File: src/source/rv_settings.svh
`ifndef RV_SETTINGS_SVH
`define RV_SETTINGS_SVH

// datapath word and register file geometry
`define XLEN        32
`define REG_ADDR_W  5
`define NUM_REGS    32

// major opcodes kept in this core
`define OPC_OP      7'b0110011
`define OPC_OP_IMM  7'b0010011
`define OPC_LUI     7'b0110111

// funct3 codes shared by OP and OP-IMM
`define F3_ADD_SUB  3'b000
`define F3_SLL      3'b001
`define F3_SLT      3'b010
`define F3_SLTU     3'b011
`define F3_XOR      3'b100
`define F3_SRL_SRA  3'b101
`define F3_OR       3'b110
`define F3_AND      3'b111

// funct7, base form and the SUB / SRA form
`define F7_BASE     7'b0000000
`define F7_ALT      7'b0100000

`endif

File: src/source/rv_pipe_pkg.sv
`include "rv_settings.svh"

package rv_pipe_pkg;

    typedef logic [`XLEN-1:0]       word_t;
    typedef logic [`REG_ADDR_W-1:0] reg_addr_t;

    // alu operations, pass_b carries the LUI immediate
    typedef enum logic [3:0] {
        ALU_ADD, ALU_SUB, ALU_SLL, ALU_SLT, ALU_SLTU,
        ALU_XOR, ALU_SRL, ALU_SRA, ALU_OR, ALU_AND, ALU_PASS_B
    } alu_op_t;

    // operand source in execute
    typedef enum logic [1:0] {
        FWD_RF, FWD_MEM, FWD_WB
    } fwd_sel_t;

    typedef struct packed {
        alu_op_t alu_op;
        // operand b taken from the immediate
        logic    use_imm;
        logic    reg_write;
    } ctrl_t;

    typedef struct packed {
        ctrl_t     ctrl;
        reg_addr_t rs1;
        reg_addr_t rs2;
        reg_addr_t rd;
        word_t     rs1_data;
        word_t     rs2_data;
        word_t     imm;
    } id_ex_t;

    typedef struct packed {
        logic      reg_write;
        reg_addr_t rd;
        word_t     result;
    } ex_mem_t;

    // same fields for now, kept apart for a real memory stage later
    typedef struct packed {
        logic      reg_write;
        reg_addr_t rd;
        word_t     result;
    } mem_wb_t;

endpackage

File: src/source/decode_stage.sv
`include "rv_settings.svh"

module decode_stage (
    input  logic                   clk,
    input  logic                   rst_n_i,
    input  logic                   valid_i,
    input  rv_pipe_pkg::word_t     instr_i,
    input  logic                   wb_we_i,
    input  rv_pipe_pkg::reg_addr_t wb_rd_i,
    input  rv_pipe_pkg::word_t     wb_data_i,
    output logic                   valid_o,
    output rv_pipe_pkg::id_ex_t    ex_o
);
    import rv_pipe_pkg::*;

    logic [6:0] opcode;
    logic [2:0] funct3;
    logic [6:0] funct7;
    reg_addr_t  rs1;
    reg_addr_t  rs2;
    reg_addr_t  rd;
    word_t      i_imm;
    word_t      u_imm;
    word_t      rs1_data;
    word_t      rs2_data;
    ctrl_t      ctrl;
    logic       legal;

    // funct3 to alu op, alt picks SUB / SRA
    function automatic alu_op_t alu_decode(input logic [2:0] f3, input logic alt);
        case (f3)
            `F3_ADD_SUB: alu_decode = alt ? ALU_SUB : ALU_ADD;
            `F3_SLL:     alu_decode = ALU_SLL;
            `F3_SLT:     alu_decode = ALU_SLT;
            `F3_SLTU:    alu_decode = ALU_SLTU;
            `F3_XOR:     alu_decode = ALU_XOR;
            `F3_SRL_SRA: alu_decode = alt ? ALU_SRA : ALU_SRL;
            `F3_OR:      alu_decode = ALU_OR;
            default:     alu_decode = ALU_AND;
        endcase
    endfunction

    // instruction fields
    assign opcode = instr_i[6:0];
    assign rd     = instr_i[11:7];
    assign funct3 = instr_i[14:12];
    assign rs1    = instr_i[19:15];
    assign rs2    = instr_i[24:20];
    assign funct7 = instr_i[31:25];

    // only I and U immediates remain
    assign i_imm = {{(`XLEN-12){instr_i[31]}}, instr_i[31:20]};
    assign u_imm = {instr_i[31:12], 12'b0};

    always_comb begin
        ctrl.alu_op  = ALU_ADD;
        ctrl.use_imm = 1'b0;
        legal        = 1'b0;
        case (opcode)
            `OPC_OP: begin
                // funct7 alt only valid on ADD/SUB and SRL/SRA
                legal = (funct7 == `F7_BASE) ||
                        ((funct7 == `F7_ALT) &&
                         ((funct3 == `F3_ADD_SUB) || (funct3 == `F3_SRL_SRA)));
                ctrl.alu_op = alu_decode(funct3, funct7 == `F7_ALT);
            end
            `OPC_OP_IMM: begin
                ctrl.use_imm = 1'b1;
                if (funct3 == `F3_SLL) begin
                    legal = (funct7 == `F7_BASE);
                end else if (funct3 == `F3_SRL_SRA) begin
                    legal = (funct7 == `F7_BASE) || (funct7 == `F7_ALT);
                end else begin
                    legal = 1'b1;
                end
                // ADDI has no subtract form, alt only for SRAI
                ctrl.alu_op = alu_decode(funct3,
                    (funct3 == `F3_SRL_SRA) && (funct7 == `F7_ALT));
            end
            `OPC_LUI: begin
                ctrl.use_imm = 1'b1;
                ctrl.alu_op  = ALU_PASS_B;
                legal        = 1'b1;
            end
            default: begin
                legal = 1'b0;
            end
        endcase
        // x0 destination or illegal encoding writes nothing
        ctrl.reg_write = legal && (rd != '0);
    end

    reg_file reg_file_inst (
        .clk        (clk),
        .rst_n_i    (rst_n_i),
        .rs1_i      (rs1),
        .rs2_i      (rs2),
        .we_i       (wb_we_i),
        .wr_addr_i  (wb_rd_i),
        .wr_data_i  (wb_data_i),
        .rs1_data_o (rs1_data),
        .rs2_data_o (rs2_data)
    );

    // illegal instructions leave as bubbles
    assign valid_o = valid_i && legal;

    always_comb begin
        ex_o.ctrl     = ctrl;
        ex_o.rs1      = rs1;
        ex_o.rs2      = rs2;
        ex_o.rd       = rd;
        ex_o.rs1_data = rs1_data;
        ex_o.rs2_data = rs2_data;
        ex_o.imm      = (opcode == `OPC_LUI) ? u_imm : i_imm;
    end

endmodule

File: src/source/execute_stage.sv
`include "rv_settings.svh"

module execute_stage (
    input  logic                   valid_i,
    input  rv_pipe_pkg::id_ex_t    ex_i,
    input  rv_pipe_pkg::word_t     mem_result_i,
    input  rv_pipe_pkg::word_t     wb_result_i,
    input  rv_pipe_pkg::reg_addr_t mem_rd_i,
    input  rv_pipe_pkg::reg_addr_t wb_rd_i,
    input  logic                   mem_we_i,
    input  logic                   wb_we_i,
    output logic                   valid_o,
    output rv_pipe_pkg::ex_mem_t   mem_o
);
    import rv_pipe_pkg::*;

    localparam int SHAMT_W = $clog2(`XLEN);

    fwd_sel_t           fwd_a;
    fwd_sel_t           fwd_b;
    word_t              op_a;
    word_t              rs2_val;
    word_t              op_b;
    logic [SHAMT_W-1:0] shamt;
    word_t              alu_result;

    forward_unit forward_unit_inst (
        .mem_we_i (mem_we_i),
        .wb_we_i  (wb_we_i),
        .ex_rs1_i (ex_i.rs1),
        .ex_rs2_i (ex_i.rs2),
        .mem_rd_i (mem_rd_i),
        .wb_rd_i  (wb_rd_i),
        .fwd_a_o  (fwd_a),
        .fwd_b_o  (fwd_b)
    );

    // forwarding muxes
    always_comb begin
        case (fwd_a)
            FWD_MEM: op_a = mem_result_i;
            FWD_WB:  op_a = wb_result_i;
            default: op_a = ex_i.rs1_data;
        endcase
        case (fwd_b)
            FWD_MEM: rs2_val = mem_result_i;
            FWD_WB:  rs2_val = wb_result_i;
            default: rs2_val = ex_i.rs2_data;
        endcase
    end

    // operand b, register or immediate
    assign op_b  = ex_i.ctrl.use_imm ? ex_i.imm : rs2_val;
    // shifts use low five bits only
    assign shamt = op_b[SHAMT_W-1:0];

    always_comb begin
        case (ex_i.ctrl.alu_op)
            ALU_ADD:  alu_result = op_a + op_b;
            ALU_SUB:  alu_result = op_a - op_b;
            ALU_SLL:  alu_result = op_a << shamt;
            ALU_SLT:  alu_result = word_t'($signed(op_a) < $signed(op_b));
            ALU_SLTU: alu_result = word_t'(op_a < op_b);
            ALU_XOR:  alu_result = op_a ^ op_b;
            ALU_SRL:  alu_result = op_a >> shamt;
            // arithmetic shift keeps the sign
            ALU_SRA:  alu_result = $signed(op_a) >>> shamt;
            ALU_OR:   alu_result = op_a | op_b;
            ALU_AND:  alu_result = op_a & op_b;
            default:  alu_result = op_b;
        endcase
    end

    // bubbles never carry a write into later stages
    assign valid_o = valid_i;
    always_comb begin
        mem_o.reg_write = valid_i && ex_i.ctrl.reg_write;
        mem_o.rd        = ex_i.rd;
        mem_o.result    = alu_result;
    end

endmodule

File: src/source/forward_unit.sv
module forward_unit (
    input  logic                   mem_we_i,
    input  logic                   wb_we_i,
    input  rv_pipe_pkg::reg_addr_t ex_rs1_i,
    input  rv_pipe_pkg::reg_addr_t ex_rs2_i,
    input  rv_pipe_pkg::reg_addr_t mem_rd_i,
    input  rv_pipe_pkg::reg_addr_t wb_rd_i,
    output rv_pipe_pkg::fwd_sel_t  fwd_a_o,
    output rv_pipe_pkg::fwd_sel_t  fwd_b_o
);
    import rv_pipe_pkg::*;

    // newest producer first, EX/MEM before MEM/WB
    // x0 never carries a write enable, so no zero check here
    function automatic fwd_sel_t pick_src(input reg_addr_t src);
        if (mem_we_i && (mem_rd_i == src)) begin
            pick_src = FWD_MEM;
        end else if (wb_we_i && (wb_rd_i == src)) begin
            pick_src = FWD_WB;
        end else begin
            pick_src = FWD_RF;
        end
    endfunction

    // a producer three ahead is already in the regfile via write-through
    always_comb begin
        fwd_a_o = pick_src(ex_rs1_i);
        fwd_b_o = pick_src(ex_rs2_i);
    end

endmodule

File: src/source/reg_file.sv
`include "rv_settings.svh"

module reg_file (
    input  logic                  clk,
    input  logic                  rst_n_i,
    input  rv_pipe_pkg::reg_addr_t rs1_i,
    input  rv_pipe_pkg::reg_addr_t rs2_i,
    input  logic                  we_i,
    input  rv_pipe_pkg::reg_addr_t wr_addr_i,
    input  rv_pipe_pkg::word_t     wr_data_i,
    output rv_pipe_pkg::word_t     rs1_data_o,
    output rv_pipe_pkg::word_t     rs2_data_o
);
    import rv_pipe_pkg::*;

    word_t regs [`NUM_REGS];

    // x0 never written, reset leaves it at zero
    always_ff @(posedge clk) begin
        if (!rst_n_i) begin
            for (int i = 0; i < `NUM_REGS; i++) begin
                regs[i] <= '0;
            end
        end else if (we_i && (wr_addr_i != '0)) begin
            regs[wr_addr_i] <= wr_data_i;
        end
    end

    // write-through, decode sees the writeback of the same cycle
    always_comb begin
        rs1_data_o = regs[rs1_i];
        rs2_data_o = regs[rs2_i];
        if (we_i && (wr_addr_i != '0) && (wr_addr_i == rs1_i)) begin
            rs1_data_o = wr_data_i;
        end
        if (we_i && (wr_addr_i != '0) && (wr_addr_i == rs2_i)) begin
            rs2_data_o = wr_data_i;
        end
    end

endmodule

File: src/source/rv_core.sv
module rv_core (
    input  logic                   clk,
    input  logic                   rst_n_i,
    input  logic                   instr_valid_i,
    input  rv_pipe_pkg::word_t     instr_i,
    output logic                   wb_valid_o,
    output rv_pipe_pkg::reg_addr_t wb_rd_o,
    output rv_pipe_pkg::word_t     wb_data_o
);
    import rv_pipe_pkg::*;

    logic    if_id_valid;
    word_t   if_id_instr;
    logic    id_valid;
    id_ex_t  id_ex_d;
    logic    id_ex_valid;
    id_ex_t  id_ex_q;
    logic    ex_valid;
    ex_mem_t ex_mem_d;
    logic    ex_mem_valid;
    ex_mem_t ex_mem_q;
    mem_wb_t mem_wb_d;
    logic    mem_wb_valid;
    mem_wb_t mem_wb_q;
    logic    mem_we;

    // IF/ID, instruction strobe captured every edge
    always_ff @(posedge clk) begin
        if (!rst_n_i) begin
            if_id_valid <= 1'b0;
        end else begin
            if_id_valid <= instr_valid_i;
        end
    end

    always_ff @(posedge clk) begin
        if_id_instr <= instr_i;
    end

    decode_stage decode_stage_inst (
        .clk       (clk),
        .rst_n_i   (rst_n_i),
        .valid_i   (if_id_valid),
        .instr_i   (if_id_instr),
        .wb_we_i   (wb_valid_o),
        .wb_rd_i   (wb_rd_o),
        .wb_data_i (wb_data_o),
        .valid_o   (id_valid),
        .ex_o      (id_ex_d)
    );

    stage_reg #(.payload_t(id_ex_t)) id_ex_reg_inst (
        .clk     (clk),
        .rst_n_i (rst_n_i),
        .valid_i (id_valid),
        .data_i  (id_ex_d),
        .valid_o (id_ex_valid),
        .data_o  (id_ex_q)
    );

    // write enables qualified by stage valid
    assign mem_we = ex_mem_valid && ex_mem_q.reg_write;

    execute_stage execute_stage_inst (
        .valid_i      (id_ex_valid),
        .ex_i         (id_ex_q),
        .mem_result_i (ex_mem_q.result),
        .wb_result_i  (mem_wb_q.result),
        .mem_rd_i     (ex_mem_q.rd),
        .wb_rd_i      (mem_wb_q.rd),
        .mem_we_i     (mem_we),
        .wb_we_i      (wb_valid_o),
        .valid_o      (ex_valid),
        .mem_o        (ex_mem_d)
    );

    stage_reg #(.payload_t(ex_mem_t)) ex_mem_reg_inst (
        .clk     (clk),
        .rst_n_i (rst_n_i),
        .valid_i (ex_valid),
        .data_i  (ex_mem_d),
        .valid_o (ex_mem_valid),
        .data_o  (ex_mem_q)
    );

    // memory stage, no loads or stores so fields pass straight on
    always_comb begin
        mem_wb_d.reg_write = ex_mem_q.reg_write;
        mem_wb_d.rd        = ex_mem_q.rd;
        mem_wb_d.result    = ex_mem_q.result;
    end

    stage_reg #(.payload_t(mem_wb_t)) mem_wb_reg_inst (
        .clk     (clk),
        .rst_n_i (rst_n_i),
        .valid_i (ex_mem_valid),
        .data_i  (mem_wb_d),
        .valid_o (mem_wb_valid),
        .data_o  (mem_wb_q)
    );

    // writeback ports, also the regfile write
    assign wb_valid_o = mem_wb_valid && mem_wb_q.reg_write;
    assign wb_rd_o    = mem_wb_q.rd;
    assign wb_data_o  = mem_wb_q.result;

endmodule

File: src/source/stage_reg.sv
module stage_reg #(
    parameter type payload_t = logic
) (
    input  logic     clk,
    input  logic     rst_n_i,
    input  logic     valid_i,
    input  payload_t data_i,
    output logic     valid_o,
    output payload_t data_o
);

    // no stall or flush, loads on every edge
    always_ff @(posedge clk) begin
        if (!rst_n_i) begin
            valid_o <= 1'b0;
        end else begin
            valid_o <= valid_i;
        end
    end

    // payload, cleared along with the valid bit
    always_ff @(posedge clk) begin
        if (!rst_n_i) begin
            data_o <= '0;
        end else begin
            data_o <= data_i;
        end
    end

endmodule

File: config.mk
export PLATFORM = sky130hd
export DESIGN_NAME = rv_core
export DESIGN_NICKNAME = d
export VERILOG_FILES = /design/src/source/rv_pipe_pkg.sv /design/src/source/decode_stage.sv /design/src/source/execute_stage.sv /design/src/source/forward_unit.sv /design/src/source/reg_file.sv /design/src/source/rv_core.sv /design/src/source/stage_reg.sv
export VERILOG_INCLUDE_DIRS = /design/src /design/src/source
export SDC_FILE = /design/constraint.sdc
export NUM_CORES = 2
export LEC_CHECK = 0
export BUFFER_PORTS_ARGS = -buffer_cell sky130_fd_sc_hd__buf_4
export CAP_MARGIN = 10
export CORE_UTILIZATION = 40
export CTS_CLUSTER_SIZE = 20
export DETAILED_ROUTE_END_ITERATION = 8
export PLACE_DENSITY = 0.6
export SLEW_MARGIN = 5
export SYNTH_ARGS = -nofsm -noshare
export SYNTH_HDL_FRONTEND = slang
export SYNTH_SLANG_ARGS = --single-unit
File: constraint.sdc
create_clock -name clk -period 12.9 [get_ports clk]
set_clock_uncertainty 0.05 [all_clocks]
set_input_delay 2.58 -clock clk [delete_from_list [all_inputs] [get_ports clk]]
set_output_delay 2.58 -clock clk [all_outputs]
set_load 0.01 [all_outputs]
==> metrics.md <==
| Metric | Value |
|---|---|
| Status | complete, no violations |
| Leak Pwr | 28.8 nW |
| Total grt overflow | 0 |
| Fin crit share | 0.528 |
| Worst-margin pin slew | 1.27 ns |
| DR DRC count | 0 |
| Top-area cell type share of the netlist area | 0.431 |
| CTS Hold Buffers Added | 0 |
| F_max | 147 MHz |
| Clock latency on the worst-skew pair | around 0.81 ns |
| Maximum VDD drop | ~0.00013 V |
| Pre-Repair DR Iteration Count | 8 |
| Met2 Usage GRT | 0.462 |
| Row count | 154 |
| DR WL/cell | 33.3 um |
| Final setup fails | 0 |
| Final WL | 257000 um |
| P per Cell Area | 132 nW/um2 |
| Vias | 47861 |
| Root Buffer | clkbuf_16 |
| Final worst path period need | 6.81 ns |
| Endpoint class of the critical path | flip-flop |
| Dpl hpwl | about 170000 um |
| Cell area after synthesis | between 70000 and 80000 um2 |
| Initial Util | 0.404 |
| Die Y | 425 um |
| Overall Power | 10.5 mW |
| Ports | 73 |
| Worst r2r src | ex_mem_reg_inst.data_o[36]$_SDFF_PN0_ |
| Worst slew margin | 0.144 |
| Final net count | 5394 |
| Slew Limit Fails | 0 |
| Worst-path fanout max | 29 |
| Post-Syn Instances | roughly 5400 |
| GRT met3 Usage | 0.0466 |
| First-pass GRT wire length | 364000 um |
| Antenna Nets Post-Route | 0 |
| Clock buffer depth | 3 |
| R2r setup slk | roughly 6.1 ns |
| Die area | 180000 um2 |
| Post-synth top cells | and2_1 (1038), edfxtp_1 (1024), mux4_2 (650) |
| Port bufs | 72 |
| Setup TNS | 0 ns |
| Met1 usage | 0.375 |
| EDFF count, synth | between 1000 and 1500 |
| Top post-synthesis cells by area | edfxtp_1 (43%), mux4_2 (20%), and2_1 (9.1%), dfxtp_1 (6.4%), mux2i_1 (2.7%) |
| Hold Path End | id_ex_reg_inst.valid_o$_SDFF_PN0_ |
| Vias in the first global route | 47259 |
| Clk slew on worst S/H paths | 0.06 ns |
| Max-cap violation count | 0 |
| Largest net degree at the start of global routing | 115 |
| Die width | 425 um |
| Worst hold start | if_id_valid$_SDFF_PN0_ |
| 1st-iter DRT viols | 6273 |
| Antenna violations before repair | 6 |
| # clock sinks | 1253 |
| Postcts setup bufs | 0 |
| Layout cell share with drive strength beyond 1 | 0.233 |
| Arrival time at the worst endpoint | 7.46 ns |
| Core Area | 177000 um2 |
| Final hold vios | 0 |
| CTS tree | built |
| R2R depth | 19 |
| Worst Hold Class | flip-flop to flip-flop |
| Prevailing post-synth register cell | edfxtp_1 |
| Gr usage total | 0.284 |
| Area grow syn2layout | 11.1% |
| Flops & latches, synth | 1253 |
| H-tree levels | 4 |
| Routability cong. | 0.983 |
| Worst Setup SP | ex_mem_reg_inst.data_o[36]$_SDFF_PN0_ |
| Post-synthesis sequential area ratio | 0.495 |
| Hold path cells | 2 |
| Inst Count DP | 7447 |
| CTS Buf Count | 147 |
| Non-Filler Instances | 7719 |
| Synth warn | 0 |
| # resized after CTS | 0 |
| Cell variety after synth | between 90 and 100 |
| CP Launch Type | flip-flop |
| Top-count cell post-synth | and2_1 |
| Vias per cell | 6.20 |
| Async set-reset flop share out of synthesis | 0 |
| Global route hottest layer | met2 |
| Worst EP required | 13.55 ns |
| Worst setup path class | flip-flop to flip-flop |
| Synth area leader | edfxtp_1 |
| RR Endpoint | ex_mem_reg_inst.data_o[0]$_SDFF_PN0_ |
| Avg Cell Area, Syn | 13.1 um2 |
| RSZ-0062 raised after global routing | no |
-- state kept, by name (all words and copies together), names as in the netlist --
name	flops
id_ex_reg_inst.data_o	117
if_id_instr	32
ex_mem_reg_inst.valid_o	1
mem_wb_reg_inst.data_o	38
id_ex_reg_inst.valid_o	1
mem_wb_reg_inst.valid_o	1
decode_stage_inst.reg_file_inst.regs	1024
if_id_valid	1
ex_mem_reg_inst.data_o	38
-- layout by cell type, fill, tap and decap left out, drive strengths merged, types with 29 or more instances in the layout --
cell type / instances
dfxtp: 229
or3: 38
a211oi: 89
nor3: 68
a21oi: 110
xnor2: 34
mux4: 650
buf: 225
mux2i: 192
clkbuf: 186
a31oi: 37
conb: 32
nor2: 313
and2: 1040
o21ai: 161
o221a: 29
inv: 102
ha: 97
edfxtp: 1024
clkinv: 65
nand2: 200
-- layer usage --
metal | wire length (um) | vias up
met1 | 101000 | 24673
li1 | - | 20245
met2 | 124000 | 2447
met5 | 0 | -
met4 | 12100 | 0
met3 | 20600 | 496
-- critical path: stages, from the launching register on --
cell	delay (ns)
dfxtp_1	0.33
xnor2_1	0.22
nor2b_1	0.62
nand2_1	0.11
buf_4	0.27
nand3_1	0.12
buf_4	0.34
nor2_1	0.07
o41ai_1	1.11
ha_1	0.48
nor2_1	0.12
a211o_1	0.30
a211oi_1	0.32
nand3_1	0.22
a311o_1	0.51
a311oi_1	0.61
o21bai_1	0.12
a211o_1	0.35
and3_1	0.16
a221oi_1	0.25
-- logic make-up after synthesis --
| family | count (synthesis) | share of synthesized area |
|---|---|---|
| adder cells (fa/ha/maj) | 99 | 0.0176 |
| other | 1 | 0.0000525 |
| buffers and inverters | 679 | 0.0389 |
| multiplexers | 862 | 0.235 |
| XOR/XNOR | 52 | 0.00638 |
| AND/OR/NAND/NOR | 1779 | 0.137 |
| AO/OA/AOI/OAI | 710 | 0.0700 |
| flip-flops | 1253 | 0.495 |
-- through the flow --
stage	hold slack [ns]	area (um2)	setup slack, ns	utilization
final	0.363	79400	6.09	0.449
after global routing	0.399	79400	5.76	0.449
after CTS	0.371	79300	6.34	0.449
after detailed placement	0.362	74500	6.38	0.422
after global placement	0.360	74500	6.43	0.421
after floorplan	0.344	71500	5.99	-
-- worst max-delay path by stage --
| stage | cells after the start | to | slack (ns) |
|---|---|---|---|
| 2_1_floorplan | 7 | decode_stage_inst.reg_file_inst.regs[17][0]$_SDFFCE_PN0P_ | 5.99 |
| 4_1_cts | 19 | ex_mem_reg_inst.data_o[0]$_SDFF_PN0_ | 6.34 |
| 3_3_place_gp | 19 | ex_mem_reg_inst.data_o[0]$_SDFF_PN0_ | 6.43 |
| 6_report | 19 | ex_mem_reg_inst.data_o[0]$_SDFF_PN0_ | 6.09 |
| 5_1_grt | 20 | ex_mem_reg_inst.data_o[0]$_SDFF_PN0_ | 5.76 |
| 3_5_place_dp | 20 | ex_mem_reg_inst.data_o[0]$_SDFF_PN0_ | 6.38 |
-- final cells by class --
type | instances | area [um2]
multi-input combinational | 3534 | 34100
clock buffer | 185 | 3940
sequential | 1253 | 35400
clock inverter | 80 | 847
antenna | 3 | 7.51
fill | 15707 | 97300
inverter | 98 | 375
tap | 2340 | 2930
timing repair buffer | 226 | 1810
-- power by group --
part / total (mW) / internal, mW / leakage [nW] / switching, mW
clock: 4.17 / 2.37 / 2.34 / 1.80
sequential: 4.70 / 4.53 / 12.5 / 0.161
combinational: 1.61 / 0.612 / 14.0 / 0.995
Note: power is estimated with default switching activity, not from simulation.
